<file path="config.mk">
export PLATFORM = sky130hd
export DESIGN_NAME = core_regs
export DESIGN_NICKNAME = d
export VERILOG_FILES = /design/src/hdl/nibble_core_pkg.sv /design/src/hdl/core_regs.sv /design/src/hdl/reg_source_mux.sv
export SDC_FILE = /design/constraint.sdc
export NUM_CORES = 1
export LEC_CHECK = 0
export BUFFER_PORTS_ARGS = -buffer_cell sky130_fd_sc_hd__buf_2
export CAP_MARGIN = 5
export CORE_MARGIN = 5
export CORE_UTILIZATION = 47
export DETAILED_ROUTE_END_ITERATION = 6
export GPL_TIMING_DRIVEN = 0
export HOLD_SLACK_MARGIN = 0.03
export PLACE_DENSITY_LB_ADDON = 0.05
export SYNTH_ARGS = -nofsm -noshare
export SYNTH_HDL_FRONTEND = slang
export SYNTH_SLANG_ARGS = --single-unit
export TNS_END_PERCENT = 10
</file>
<file path="constraint.sdc">
create_clock -name clk -period 2.4 [get_ports clk]
set_clock_uncertainty 0.2 [all_clocks]
set_input_delay 0.12 -clock clk [delete_from_list [all_inputs] [get_ports clk]]
set_output_delay 0.12 -clock clk [all_outputs]
set_load 0.02 [all_outputs]
</file>
<file path="src/hdl/nibble_core_pkg.sv">
`default_nettype none

package nibble_core_pkg;

  typedef enum logic {
    CYCLE_FETCH,
    CYCLE_WRITE
  } cycle_e;

  typedef enum logic [4:0] {
    REG_A, REG_B, REG_TEMPA, REG_TEMPB, REG_FLAGS,
    REG_XL, REG_XH, REG_XP, REG_YL, REG_YH, REG_YP,
    REG_SPL, REG_SPH, REG_PCSL, REG_PCSH, REG_PCP, REG_NPP, REG_NBP,
    REG_MX, REG_MY, REG_MSP, REG_MSP_DEC, REG_MN,
    // Source only
    REG_ALU, REG_ALU_WITH_FLAGS, REG_IMML, REG_IMMH,
    // Destination only
    REG_SETPC, REG_JPBAEND
  } reg_sel_e;

  typedef enum logic [2:0] {
    INC_NONE, INC_PC, INC_XHL, INC_YHL, INC_SP_INC, INC_SP_DEC
  } inc_sel_e;

  typedef struct packed {
    logic       valid;
    cycle_e     cycle;
    reg_sel_e   src;
    reg_sel_e   dst;
    inc_sel_e   inc;
    logic       increment_pc;
    logic       reset_np;
    logic [3:0] alu;
    logic       alu_zero;
    logic       alu_carry;
    logic [7:0] immed;
  } micro_step_t;

  // High bit to low bit as seen on the register bus
  typedef struct packed {
    logic interrupt;
    logic decimal;
    logic zero;
    logic carry;
  } flags_t;

  typedef struct packed {
    logic [12:0] pc;
    logic [4:0]  np;
    logic [3:0]  a;
    logic [3:0]  b;
    logic [3:0]  temp_a;
    logic [3:0]  temp_b;
    logic [11:0] x;
    logic [11:0] y;
    logic [7:0]  sp;
    flags_t      flags;
  } core_state_t;

  typedef struct packed {
    logic [1:0]  pad;
    logic [4:0]  np;
    logic [12:0] pc;
    logic [3:0]  a;
    logic [3:0]  b;
    flags_t      flags;
  } snap_regs1_t;

  typedef struct packed {
    logic [11:0] x;
    logic [11:0] y;
    logic [7:0]  sp;
  } snap_regs2_t;

  typedef struct packed {
    logic [7:0]  addr;
    logic [31:0] wdata;
    logic        wren;
    logic        restore;
  } ss_bus_t;

  typedef struct packed {
    logic        valid;
    logic        we;
    logic [11:0] addr;
    logic [3:0]  wdata;
  } mem_req_t;

  localparam logic [7:0] SS_REGS1 = 8'h00;
  localparam logic [7:0] SS_REGS2 = 8'h01;

  // Boot on page 1
  localparam snap_regs1_t SNAP1_DEFAULT = '{
    pad: 2'b00, np: 5'h01, pc: 13'h0100, a: 4'h0, b: 4'h0, flags: 4'h0
  };

endpackage

`default_nettype wire
</file>
<file path="src/hdl/core_regs.sv">
`timescale 1ns/1ps
`default_nettype none

module core_regs import nibble_core_pkg::*; (
  input  logic        clk,
  input  logic        reset,
  input  micro_step_t step,
  input  snap_regs1_t snap1_new,
  input  snap_regs2_t snap2_new,
  input  logic [3:0]  mem_rdata,
  output mem_req_t    core_req,
  output core_state_t state,
  output snap_regs1_t snap1_cur,
  output snap_regs2_t snap2_cur
);

  logic [3:0]  mux_out;
  logic        use_memory;
  logic [11:0] read_addr;
  logic [3:0]  bus_nibble;
  logic [11:0] pc_inc;
  logic [7:0]  sp_dec;
  logic        is_fetch;
  logic        store_dst;
  logic [11:0] store_ptr;
  logic        store_valid;
  logic [11:0] store_addr;
  logic [3:0]  store_data;

  reg_source_mux reg_source_mux_inst (
    .state       (state),
    .src         (step.src),
    .alu         (step.alu),
    .immed       (step.immed),
    .out         (mux_out),
    .use_memory  (use_memory),
    .memory_addr (read_addr)
  );

  assign bus_nibble = use_memory ? mem_rdata : mux_out;
  assign pc_inc     = state.pc[11:0] + 12'h1;
  assign sp_dec     = state.sp - 8'h1;
  assign is_fetch   = step.valid && step.cycle == CYCLE_FETCH;

  // Destination pointer of a store
  always_comb begin
    store_dst = 1'b1;
    store_ptr = 12'h000;
    case (step.dst)
      REG_MX:      store_ptr = state.x;
      REG_MY:      store_ptr = state.y;
      REG_MSP:     store_ptr = {4'h0, state.sp};
      REG_MSP_DEC: store_ptr = {4'h0, sp_dec};
      REG_MN:      store_ptr = {8'h00, step.immed[3:0]};
      default:     store_dst = 1'b0;
    endcase
  end

  // A pending store owns the port; reads never overlap it
  always_comb begin
    core_req.valid = store_valid || (step.valid && use_memory);
    core_req.we    = store_valid;
    core_req.addr  = store_valid ? store_addr : read_addr;
    core_req.wdata = store_data;
  end

  always_ff @(posedge clk) begin
    if (is_fetch && store_dst) begin
      store_addr <= store_ptr;
      store_data <= bus_nibble;
    end
  end

  always_ff @(posedge clk) begin
    if (reset) begin
      state.pc     <= snap1_new.pc;
      state.np     <= snap1_new.np;
      state.a      <= snap1_new.a;
      state.b      <= snap1_new.b;
      state.flags  <= snap1_new.flags;
      state.x      <= snap2_new.x;
      state.y      <= snap2_new.y;
      state.sp     <= snap2_new.sp;
      state.temp_a <= 4'h0;
      state.temp_b <= 4'h0;
      store_valid  <= 1'b0;
    end else begin
      store_valid <= is_fetch && store_dst;
      if (step.valid && step.cycle == CYCLE_WRITE) begin
        case (step.dst)
          REG_A:     state.a <= bus_nibble;
          REG_B:     state.b <= bus_nibble;
          REG_TEMPA: state.temp_a <= bus_nibble;
          REG_TEMPB: state.temp_b <= bus_nibble;
          REG_FLAGS: state.flags <= flags_t'(bus_nibble);
          REG_XL:    state.x[3:0] <= bus_nibble;
          REG_XH:    state.x[7:4] <= bus_nibble;
          REG_XP:    state.x[11:8] <= bus_nibble;
          REG_YL:    state.y[3:0] <= bus_nibble;
          REG_YH:    state.y[7:4] <= bus_nibble;
          REG_YP:    state.y[11:8] <= bus_nibble;
          REG_SPL:   state.sp[3:0] <= bus_nibble;
          REG_SPH:   state.sp[7:4] <= bus_nibble;
          REG_PCSL:  state.pc[3:0] <= bus_nibble;
          REG_PCSH:  state.pc[7:4] <= bus_nibble;
          REG_PCP:   state.pc[11:8] <= bus_nibble;
          REG_NPP:   state.np[3:0] <= bus_nibble;
          REG_NBP:   state.np[4] <= bus_nibble[0];
          default: ;
        endcase
        if (step.src == REG_ALU_WITH_FLAGS && step.dst != REG_FLAGS) begin
          state.flags.zero  <= step.alu_zero;
          state.flags.carry <= step.alu_carry;
        end
        // X and Y wrap inside their low byte
        case (step.inc)
          INC_XHL:    state.x[7:0] <= state.x[7:0] + 8'h1;
          INC_YHL:    state.y[7:0] <= state.y[7:0] + 8'h1;
          INC_SP_INC: state.sp <= state.sp + 8'h1;
          INC_SP_DEC: state.sp <= sp_dec;
          default: ;
        endcase
      end
      if (is_fetch) begin
        case (step.dst)
          REG_SETPC: state.pc <= {state.np, step.immed};
          REG_JPBAEND: begin
            state.pc[12:8] <= state.np;
            state.pc[3:0]  <= state.a;
          end
          default: ;
        endcase
        if (step.inc == INC_PC) begin
          state.pc[11:0] <= pc_inc;
        end
        if (step.reset_np) begin
          state.np <= state.pc[12:8];
        end
      end
      if (step.valid && step.increment_pc) begin
        state.pc[11:0] <= pc_inc;
      end
    end
  end

  assign snap1_cur = '{pad: 2'b00, np: state.np, pc: state.pc, a: state.a, b: state.b,
                       flags: state.flags};
  assign snap2_cur = '{x: state.x, y: state.y, sp: state.sp};

endmodule

`default_nettype wire

</file>
<file path="src/hdl/reg_source_mux.sv">
`timescale 1ns/1ps
`default_nettype none

module reg_source_mux import nibble_core_pkg::*; (
  input  core_state_t state,
  input  reg_sel_e    src,
  input  logic [3:0]  alu,
  input  logic [7:0]  immed,
  output logic [3:0]  out,
  output logic        use_memory,
  output logic [11:0] memory_addr
);

  logic [7:0] sp_dec;

  assign sp_dec = state.sp - 8'h1;

  always_comb begin
    out = 4'h0;
    case (src)
      REG_A:              out = state.a;
      REG_B:              out = state.b;
      REG_TEMPA:          out = state.temp_a;
      REG_TEMPB:          out = state.temp_b;
      REG_FLAGS:          out = state.flags;
      REG_XL:             out = state.x[3:0];
      REG_XH:             out = state.x[7:4];
      REG_XP:             out = state.x[11:8];
      REG_YL:             out = state.y[3:0];
      REG_YH:             out = state.y[7:4];
      REG_YP:             out = state.y[11:8];
      REG_SPL:            out = state.sp[3:0];
      REG_SPH:            out = state.sp[7:4];
      REG_PCSL:           out = state.pc[3:0];
      REG_PCSH:           out = state.pc[7:4];
      REG_PCP:            out = state.pc[11:8];
      REG_NPP:            out = state.np[3:0];
      REG_NBP:            out = {3'b000, state.np[4]};
      REG_ALU:            out = alu;
      REG_ALU_WITH_FLAGS: out = alu;
      REG_IMML:           out = immed[3:0];
      REG_IMMH:           out = immed[7:4];
      default:            out = 4'h0;
    endcase
  end

  // Pointer for memory sources
  always_comb begin
    use_memory  = 1'b1;
    memory_addr = 12'h000;
    case (src)
      REG_MX:      memory_addr = state.x;
      REG_MY:      memory_addr = state.y;
      REG_MSP:     memory_addr = {4'h0, state.sp};
      REG_MSP_DEC: memory_addr = {4'h0, sp_dec};
      REG_MN:      memory_addr = {8'h00, immed[3:0]};
      default:     use_memory = 1'b0;
    endcase
  end

endmodule

`default_nettype wire

</file>
==> results.sh, run 1 <==
export IMPL_numPortBuffers=248
export IMPL_ys_types=85
export IMPL_tightest_slew_ns=0.997
export IMPL_ys_warn_count=0
export IMPL_rows=45
export IMPL_timing_fmax_mhz=360
export IMPL_dpl_cell_count=1337
export IMPL_cp_slowest_stage_delay_ns=0.45
export IMPL_cp_slowest_cell="edfxtp_1"
export IMPL_pwr_share_seq=0.369
export IMPL_power_share_clock=0.276
export IMPL_core_mm2=0.0153
export IMPL_hold_ws_ns=0.0427
export IMPL_p_int_mw=3.31
export IMPL_grt_usage=0.357
export IMPL_ys_seq_area_frac=0.320
export IMPL_hold_viol_final=0
export IMPL_grt_pass1_wl_um=49300
export IMPL_p_per_area_mw_per_mm2=508
export IMPL_initial_core_util=0.482
export IMPL_syn_avg_cell_area_um2=8.40
export IMPL_rsz0062_at_grt="yes"
export IMPL_slew_violations=0
export IMPL_place_congestion=0.989
export IMPL_drt_first_iter_violations=1399
export IMPL_post_drt_via_cell_ratio=6.16
export IMPL_mappedNetlistArea_mm2=0.00736
export IMPL_worstPathCellList="or3_4, or3_4, xor2_2, nor2_2, a2111oi_4, a21oi_2, buf_6"
export IMPL_p_switching_mw=1.95
export IMPL_routed_wl_um=34400
export IMPL_die_w_um=135
export IMPL_cts_sinks=87
export IMPL_grt_pass1_vias=8279
export IMPL_drt_first_pass_iters=7
export IMPL_cts_buffers=9
export IMPL_cts_htree_levels=3
export IMPL_min_path_type="input pin to flip-flop"
export IMPL_path_clk_slew_ns=0.07
export IMPL_grt_start_max_net_pins=15
export IMPL_clkLatencyLatePin_ns=0.36
export IMPL_grt_antenna_before_repair=1
export IMPL_grt_overflow_total=0
export IMPL_ioPinCount=253
export IMPL_async_reset_ff_frac=0
export IMPL_cp_common_cell="or3_4"
export IMPL_final_nets=1339
export IMPL_hpwl_um=24900
export IMPL_cts_tree="done"
export IMPL_crit_path_max_fanout=3
export IMPL_stdcell_count=1450
export IMPL_switching_share=0.370
export IMPL_cp_arrival_ns=2.46
export IMPL_period_share=1.16
export IMPL_setup_viol=23
export IMPL_ys_seq_elements=87
export IMPL_relSlewSlack=0.333
export IMPL_die_area_mm2=0.0183
export IMPL_drive_gt1_frac=0.357
export IMPL_worstSetupPathType="flip-flop to primary output"
export IMPL_synthFlopType="edfxtp_1"
export IMPL_setup_ws_ns=-0.379
export IMPL_area_delta_synth_final_pct=40.8
export IMPL_period_minus_slack_ns=2.78
export IMPL_final_cell_mix="buf_2, buf_4, nand2_1, dlygate4sd3_1, edfxtp_1"
export IMPL_drtAntennaViolNets=0
export IMPL_layout_commonest_cell="buf_2"
export IMPL_critPathCaptureType="primary output"
export IMPL_design_power_total_mw=5.26
export IMPL_p_leak_nw=4.45
export IMPL_synthCells=876
export IMPL_cp_required_ns=2.08
export IMPL_status="finished, violations left"
export IMPL_max_cap_violations=0
export IMPL_ir_drop_mv=0.377
export IMPL_cp_start_kind="flip-flop"
export IMPL_violations="negative setup slack"
export IMPL_route_detailed_drc=0
export IMPL_dieHeight_um=135
export IMPL_clockBufferDepth=2
export IMPL_wl_per_cell_um=23.7
export IMPL_p_comb_frac=0.355
export IMPL_route_vias_total=8935
export IMPL_root_buffer="clkbuf_16"
export IMPL_synth_edff_count=61
[cells in the mapped netlist (20+ instances only)]
master | instances | share of area
o21ai_0 | 58 | 0.039
mux2i_1 | 24 | 0.033
dfxtp_1 | 26 | 0.071
edfxtp_1 | 61 | 0.25
nor3_1 | 28 | 0.019
a22oi_1 | 29 | 0.030
nand2_1 | 100 | 0.051
a21oi_1 | 33 | 0.022
o21ai_1 | 20 | 0.014
xnor2_1 | 22 | 0.026
nor2_1 | 55 | 0.028
buf_4 | 71 | 0.072
clkbuf_1 | 28 | 0.014
nand3_1 | 28 | 0.019
[sequential cells by signal (all words and copies together), names as in the netlist]
| name | count |
|---|---|
| state | 8 |
| store_valid | 1 |
| snap2_cur | 32 |
| store_addr | 12 |
| store_data | 4 |
| snap1_cur | 30 |
[path summary, 6_finish.rpt]
kind,from,end,depth (start not counted),slack (ns)
max,snap2_cur[3]$_DFFE_PP_,core_req[9],7,-0.38
min,step[14],snap1_cur[29]$_DFF_P_,5,0.04
max reg2reg,snap2_cur[25]$_DFFE_PP_,snap2_cur[17]$_DFFE_PP_,7,-0.07
min reg2reg,snap1_cur[28]$_DFF_P_,snap1_cur[28]$_DFF_P_,2,0.32
[metal layers]
layer	GRT usage	vias up	share of wire
li1	-	3935	-
met1	0.470	4224	0.38
met2	0.566	683	0.45
met3	0.0753	91	0.13
met4	0.159	2	0.040
met5	0	-	0.00020
[final cells by class]
cell class / count / area (um2)
tap: 211 / 264
inverter: 18 / 67.6
timing repair buffer: 351 / 2230
buffer: 114 / 796
antenna: 1 / 2.50
sequential: 87 / 2350
multi-input combinational: 652 / 4360
fill: 1267 / 4900
clock inverter: 5 / 58.8
clock buffer: 11 / 233
[cell families (layout without fill, tap and decap cells)]
kind of cell / after synthesis / in the layout / share of synthesized area
AND/OR/NAND/NOR: 339 / 339 / 0.243
AO/OA/AOI/OAI: 242 / 242 / 0.231
buffers and inverters: 138 / 499 / 0.115
flip-flops: 87 / 87 / 0.320
XOR/XNOR: 35 / 35 / 0.0417
multiplexers: 29 / 29 / 0.0408
adder cells (fa/ha/maj): 5 / 5 / 0.00850
other: 1 / 3 / 0.000510
[worst max-delay path, delay by kind of cell (launching register included)]
family / cells / cell delay [ns]
AND/OR/NAND/NOR: 3 / 0.91
flip-flops: 1 / 0.45
AO/OA/AOI/OAI: 2 / 0.41
XOR/XNOR: 1 / 0.18
buffers and inverters: 1 / 0.15
[per-stage QoR]
step	area, um2	util	setup TNS [ns]	setup WS (ns)
2_1_floorplan	7390	-	-0.0718	-0.0564
3_3_place_gp	8890	0.583	-30.94	-0.842
3_5_place_dp	8910	0.584	-18.57	-0.737
4_1_cts	10100	0.663	-2.82	-0.413
5_1_grt	10400	0.679	-3.51	-0.437
6_report	10400	0.679	-1.90	-0.379
[repair_timing]
action	4_1_cts	5_1_grt
pin swaps	16	14
buffers inserted	12	19
resized for setup	32	32
setup endpoints to repair	64	62
endpoints found under the hold margin	67	0
hold buffers	71	0
[power by group through the flow]
| stage | clock (mW) | sequential [mW] | combinational [mW] |
|---|---|---|---|
| final | 1.45 | 1.94 | 1.87 |
| after global routing | 1.49 | 1.95 | 1.97 |
| after CTS | 1.44 | 1.93 | 1.75 |
| after detailed placement | 0 | 1.97 | 1.58 |
| after global placement | 0 | 1.97 | 1.58 |
| after floorplan | 0 | 1.99 | 0.903 |
(Power assumes the default switching activity.)
==> run 2: changes to the inputs <==
--- a/config.mk
+++ b/config.mk
@@ -5,10 +5,13 @@
 export SDC_FILE = /design/constraint.sdc
 export NUM_CORES = 1
 export LEC_CHECK = 0
+export ABC_AREA = 1
 export BUFFER_PORTS_ARGS = -buffer_cell sky130_fd_sc_hd__buf_2
 export CAP_MARGIN = 5
+export CELL_PAD_IN_SITES_DETAIL_PLACEMENT = 0
+export CELL_PAD_IN_SITES_GLOBAL_PLACEMENT = 1
 export CORE_MARGIN = 5
-export CORE_UTILIZATION = 47
+export CORE_UTILIZATION = 32
 export DETAILED_ROUTE_END_ITERATION = 6
 export GPL_TIMING_DRIVEN = 0
 export HOLD_SLACK_MARGIN = 0.03
==> results.sh, run 2 <==
export IMPL_syn_avg_cell_area_um2=6.52
export IMPL_r2r_slack_ns=0.09
export IMPL_yosys_area_share_adder=0.00853
export IMPL_period_minus_slack_ns=2.46
export IMPL_crit_path_max_fanout=4
export IMPL_initial_core_util=0.325
export IMPL_period_share=1.03
export IMPL_rsz0062_at_grt="yes"
export IMPL_root_buffer="clkbuf_16"
export IMPL_cp_slowest_stage_delay_ns=0.51
export IMPL_rows=55
export IMPL_ys_seq_elements=87
export IMPL_worstSetupPathType="flip-flop to primary output"
export IMPL_violations="negative setup slack"
export IMPL_grt_pass1_wl_um=51800
export IMPL_cts_buffers=9
export IMPL_dieHeight_um=161
export IMPL_cp_common_cell="nand2_1"
export IMPL_layout_commonest_cell="nand2_1"
export IMPL_async_reset_ff_frac=0
export IMPL_critical_path_top_delay_family="flip-flops"
export IMPL_synth_compound_area_share=0.137
export IMPL_p_leak_nw=5.25
export IMPL_fillers=2411
export IMPL_area_delta_synth_final_pct=38.5
export IMPL_grt_start_max_net_pins=17
export IMPL_finalInstanceArea_mm2=0.0102
export IMPL_cp_slowest_cell="edfxtp_1"
export IMPL_p_per_area_mw_per_mm2=489
export IMPL_mappedNetlistArea_mm2=0.00733
export IMPL_grt_overflow_total=0
export IMPL_synthXorXnorAreaFrac=0.0287
export IMPL_hpwl_um=27400
export IMPL_placed_area_mm2=0.00892
export IMPL_synthFlopType="edfxtp_1"
export IMPL_cp_arrival_ns=2.14
export IMPL_drtAntennaViolNets=0
export IMPL_synth_edff_count=61
export IMPL_die_w_um=161
export IMPL_ir_drop_mv=0.290
export IMPL_reg2reg_depth=11
export IMPL_cts_sinks=87
export IMPL_setup_viol=2
export IMPL_dpl_cell_count=1656
export IMPL_max_cap_violations=0
export IMPL_die_area_mm2=0.0260
export IMPL_worstPathCellList="inv_2, ha_4, nand2_4, nor3_4, xor2_2, o2111ai_2, nand2_1, nand2_1, buf_6"
export IMPL_largest_register_ffs=32
export IMPL_synth_common_cells="nand2_1, inv_1, nor2_1"
export IMPL_path_buf_inv=2
export IMPL_design_power_total_mw=4.97
export IMPL_stdcell_count=1757
export IMPL_hold_ws_ns=0.0575
export IMPL_setup_ws_ns=-0.0618
export IMPL_ys_types=40
export IMPL_grt_antenna_before_repair=3
export IMPL_multiInputGateArea_mm2=0.00395
export IMPL_timing_fmax_mhz=406
export IMPL_yosysMostFrequentCell="nand2_1"
export IMPL_hold_viol_final=0
export IMPL_clkLatencyLatePin_ns=0.36
export IMPL_numPortBuffers=245
export IMPL_relSlewSlack=0.475
export IMPL_tightest_slew_ns=0.785
export IMPL_grt_pass1_vias=8587
export IMPL_route_detailed_drc=0
export IMPL_place_congestion=0.939
export IMPL_worst_path_stages=9
export IMPL_synthMuxAreaShare=0
export IMPL_seq_area_mm2=0.00235
export IMPL_synth_top_family_by_area="simple AND/OR/NAND/NOR gates"
export IMPL_drive_gt1_frac=0.273
export IMPL_drt_first_pass_iters=5
export IMPL_synth_top_area_share=0.250
export IMPL_slew_violations=0
export IMPL_final_cell_mix="nand2_1, buf_2, inv_1, nor2_1, buf_4"
export IMPL_r2r_start="snap2_cur[0]$_DFFE_PP_"
export IMPL_final_nets=1572
export IMPL_critPathCaptureType="primary output"
export IMPL_tns_ns=-0.0922
export IMPL_cp_start_kind="flip-flop"
export IMPL_core_mm2=0.0226
export IMPL_ioPinCount=253
export IMPL_critical_path_startpoint="snap2_cur[0]$_DFFE_PP_"
export IMPL_synthCells=1125
export IMPL_synth_top_cell_by_area="edfxtp_1"
export IMPL_post_drt_via_cell_ratio=5.08
export IMPL_routed_wl_um=34900
export IMPL_regToRegEndpoint="snap2_cur[8]$_DFFE_PP_"
export IMPL_drt_first_iter_violations=825
export IMPL_cts_htree_levels=3
export IMPL_cp_required_ns=2.08
export IMPL_synth_area_leaders="edfxtp_1, nand2_1, dfxtp_1"
export IMPL_ys_seq_area_frac=0.321
export IMPL_min_path_type="input pin to flip-flop"
export IMPL_route_vias_total=8926
export IMPL_crit_path_end="core_req[10]"
export IMPL_cts_tree="done"
export IMPL_wl_per_cell_um=19.9
export IMPL_clockBufferDepth=2
export IMPL_ys_warn_count=0
export IMPL_yosys_area_share_simple=0.345
export IMPL_path_clk_slew_ns=0.07
export IMPL_status="finished, violations left"
export IMPL_grt_usage=0.259
[run 2: changes by cell type after synthesis, moves of 21 or more]
cell / previous run / this run
nand2_1: 100 / 387
inv_1: 17 / 120
nor2_1: 55 / 95
nand3_1: 28 / 66
mux2i_1: 24 / 0
a22oi_1: 29 / 8
[run 2: layout make-up]
type                       instances  share of cell area
sequential                        87               0.232
inverter                         127              0.0475
tap                              285              0.0351
multi-input combinational        810               0.388
clock inverter                     7             0.00530
buffer                           101              0.0679
antenna                            1            0.000246
clock buffer                       9              0.0222
timing repair buffer             330               0.202
[run 2: worst min-delay path by stage]
stage                     slack (ns)                    end     startpoint  depth (start not counted)
after global routing            0.10  snap1_cur[16]$_DFF_P_        step[4]                          7
after CTS                       0.04  snap1_cur[16]$_DFF_P_        step[4]                          7
after global placement          0.12  snap1_cur[14]$_DFF_P_  snap1_new[14]                          3
after detailed placement        0.12  snap1_cur[23]$_DFF_P_  snap1_new[23]                          3
final                           0.06  snap1_cur[19]$_DFF_P_        step[7]                          7
after floorplan                 0.03  snap1_cur[23]$_DFF_P_  snap1_new[23]                          2
[run 2: per-layer routing]
| metal | vias up | wire (um) | GRT usage |
|---|---|---|---|
| met4 | 4 | 772 | 0.0686 |
| li1 | 4315 | - | - |
| met2 | 449 | 15100 | 0.402 |
| met5 | - | 25 | 0 |
| met3 | 49 | 3340 | 0.0480 |
| met1 | 4109 | 15700 | 0.372 |
[run 2: worst min-delay path, stage by stage]
cell and delay [ns]:
buf_2 0.10, inv_1 0.05, nand4_1 0.08, nand2_1 0.06, nand2_1 0.07, nand2_1 0.06
nand2_1 0.05
[run 2: cell families after synthesis]
family / count (synthesis)
xor gates and xnor gates: 24
buffers and inverters: 229
and+or+nand+nor: 608
other: 1
AOI/OAI and AO/OA: 171
adders and majority gates: 5
DFF: 87
[run 2: power breakdown]
part	total (mW)	switching (mW)	internal (mW)	leakage (nW)
clock	1.41	0.699	0.714	0.137
combinational	1.63	1.00	0.629	4.28
sequential	1.92	0.202	1.72	0.825
[run 2: what timing repair did]
action	CTS	global route
endpoints found under the hold margin	65	0
setup endpoints to repair	29	36
gates resized for setup	13	22
buffers inserted	11	5
hold buffers	69	0
pin swaps	3	6
[run 2: metrics by stage]
stage           util  setup WS (ns)
6_report       0.450        -0.0618
5_1_grt        0.450         -0.151
4_1_cts        0.444        -0.0628
3_5_place_dp   0.395         -0.932
3_3_place_gp   0.395         -0.964
2_1_floorplan      -          0.245
==> run 3: changes to the inputs <==
--- a/config.mk
+++ b/config.mk
@@ -16,6 +16,7 @@
 export GPL_TIMING_DRIVEN = 0
 export HOLD_SLACK_MARGIN = 0.03
 export PLACE_DENSITY_LB_ADDON = 0.05
+export REMOVE_ABC_BUFFERS = 1
 export SYNTH_ARGS = -nofsm -noshare
 export SYNTH_HDL_FRONTEND = slang
 export SYNTH_SLANG_ARGS = --single-unit
==> constraint.sdc (replaced) <==
create_clock -name clk -period 2.4 [get_ports clk]
set_clock_uncertainty 0.2 [all_clocks]
set_input_delay 0.12 -clock clk [delete_from_list [all_inputs] [get_ports clk]]
set_output_delay 0.12 -clock clk [all_outputs]
set_load 0.05 [all_outputs]
==> results.sh, run 3 (synthesis results as in run 2) <==
export IMPL_status="finished, violations left"
export IMPL_violations="negative setup slack"
export IMPL_largest_register_ffs=32
export IMPL_drtAntennaViolNets=0
export IMPL_slew_violations=0
export IMPL_numPortBuffers=248
export IMPL_die_area_mm2=0.0260
export IMPL_dieHeight_um=161
export IMPL_seq_area_mm2=0.00235
export IMPL_ir_drop_mv=0.355
export IMPL_max_cap_violations=0
export IMPL_cp_arrival_ns=2.17
export IMPL_regToRegEndpoint="snap2_cur[5]$_DFFE_PP_"
export IMPL_drive_gt1_frac=0.241
export IMPL_tightest_slew_ns=1.01
export IMPL_area_delta_synth_final_pct=31.4
export IMPL_final_nets=1481
export IMPL_grt_pass1_wl_um=49100
export IMPL_timing_fmax_mhz=401
export IMPL_route_detailed_drc=0
export IMPL_core_mm2=0.0226
export IMPL_fillers=2483
export IMPL_hold_viol_final=0
export IMPL_p_per_area_mw_per_mm2=557
export IMPL_tns_ns=-0.118
export IMPL_period_minus_slack_ns=2.49
export IMPL_initial_core_util=0.325
export IMPL_grt_usage=0.246
export IMPL_p_leak_nw=4.87
export IMPL_critPathCaptureType="primary output"
export IMPL_clockBufferDepth=2
export IMPL_rsz0062_at_grt="yes"
export IMPL_crit_path_end="core_req[10]"
export IMPL_diodes=0
export IMPL_drt_first_iter_violations=812
export IMPL_cp_required_ns=2.08
export IMPL_min_path_type="input pin to flip-flop"
export IMPL_route_vias_total=8415
export IMPL_design_power_total_mw=5.37
export IMPL_routed_wl_um=33400
export IMPL_grt_start_max_net_pins=82
export IMPL_path_clk_slew_ns=0.07
export IMPL_r2r_slack_ns=0.01
export IMPL_setup_viol=3
export IMPL_setup_ws_ns=-0.0937
export IMPL_rows=55
export IMPL_critical_path_startpoint="snap2_cur[3]$_DFFE_PP_"
export IMPL_root_buffer="clkbuf_16"
export IMPL_grt_antenna_before_repair=2
export IMPL_hpwl_um=24900
export IMPL_cts_sinks=87
export IMPL_crit_path_max_fanout=4
export IMPL_final_cell_mix="nand2_1, buf_2, inv_1, nor2_1, dlygate4sd3_1"
export IMPL_multiInputGateArea_mm2=0.00399
export IMPL_worstSetupPathType="flip-flop to primary output"
export IMPL_r2r_start="snap2_cur[2]$_DFFE_PP_"
export IMPL_reg2reg_depth=8
export IMPL_clkLatencyLatePin_ns=0.36
export IMPL_post_drt_via_cell_ratio=5.05
export IMPL_wl_per_cell_um=20.0
export IMPL_cp_start_kind="flip-flop"
export IMPL_cts_tree="done"
export IMPL_cts_htree_levels=3
export IMPL_die_w_um=161
export IMPL_ioPinCount=253
export IMPL_period_share=1.04
export IMPL_place_congestion=0.912
export IMPL_drt_first_pass_iters=6
export IMPL_cts_buffers=9
export IMPL_layout_commonest_cell="nand2_1"
export IMPL_grt_overflow_total=0
export IMPL_grt_pass1_vias=7973
export IMPL_relSlewSlack=0.325
[run 3: cell types whose count changed in the layout (fill, tap and decap cells not counted), moves of 3 or more]
cell,previous run,this run
buf_2,250,241
nor2_2,7,12
nand3_2,5,2
buf_4,84,20
nand3_4,1,4
buf_6,8,4
nor2_1,93,87
clkbuf_1,19,0
[run 3: how the worst min path moves through the flow]
stage	startpoint	to	slack, ns	cells past startpoint
after CTS	step[4]	snap1_cur[16]$_DFF_P_	0.06	7
after detailed placement	snap1_new[20]	snap1_cur[20]$_DFF_P_	0.12	3
after global placement	snap1_new[17]	snap1_cur[17]$_DFF_P_	0.12	3
after global routing	reset	store_valid$_SDFF_PP0_	0.12	2
final	step[4]	snap1_cur[16]$_DFF_P_	0.05	7
after floorplan	reset	store_valid$_SDFF_PP0_	-0.008	1
[run 3: where the power goes]
group	switching, mW	leakage [nW]	internal [mW]	total [mW]
logic	1.41	3.90	0.529	1.94
clock network	0.702	0.147	0.820	1.52
registers	0.182	0.826	1.72	1.90
[run 3: final cells by class]
type,count,share of cell area
Inverter,127,0.0508
Timing Repair Buffer,338,0.223
Clock inverter,7,0.00805
Timing Repair inverter,1,0.000519
Sequential cell,87,0.244
Clock buffer,9,0.0234
Multi-Input combinational cell,811,0.414
Tap cell,285,0.0370
[run 3: through the flow]
stage                      util  setup WS, ns  std cells  hold slack (ns)  cell area, um2
after floorplan               -        -0.901       1024         -0.00762            6650
after global placement    0.365         -1.48       1557            0.116            8240
after detailed placement  0.366        -0.847       1558            0.119            8260
after CTS                 0.419        -0.181       1657           0.0614            9450
after global routing      0.427        -0.150       1665            0.117            9640
final                     0.427       -0.0937       1665           0.0516            9640
[run 3: metal layers]
layer / wire length, um / global-route usage / vias up
met1: 15400 / 0.353 / 3904
met4: 586 / 0.0617 / 4
met2: 15000 / 0.389 / 344
li1: - / - / 4129
met3: 2410 / 0.0365 / 34
met5: 14 / 0 / -
[run 3: critical path, cell delays in order, from the launching register on]
cell and delay, ns:
edfxtp_1 0.52, buf_4 0.20, nor2_2 0.15, nand2_4 0.09
nor3_4 0.16, xor2_1 0.23, o2111ai_1 0.16, nand2_1 0.09
nand2_1 0.07, buf_6 0.15
[run 3: timing repair]
item	4_1_cts	5_1_grt
gates cloned	1	1
hold buffers	70	0
buffers inserted	12	7
setup endpoints to repair	105	87
gates resized for setup	19	34
pin swaps	4	9
endpoints found under the hold margin	65	0
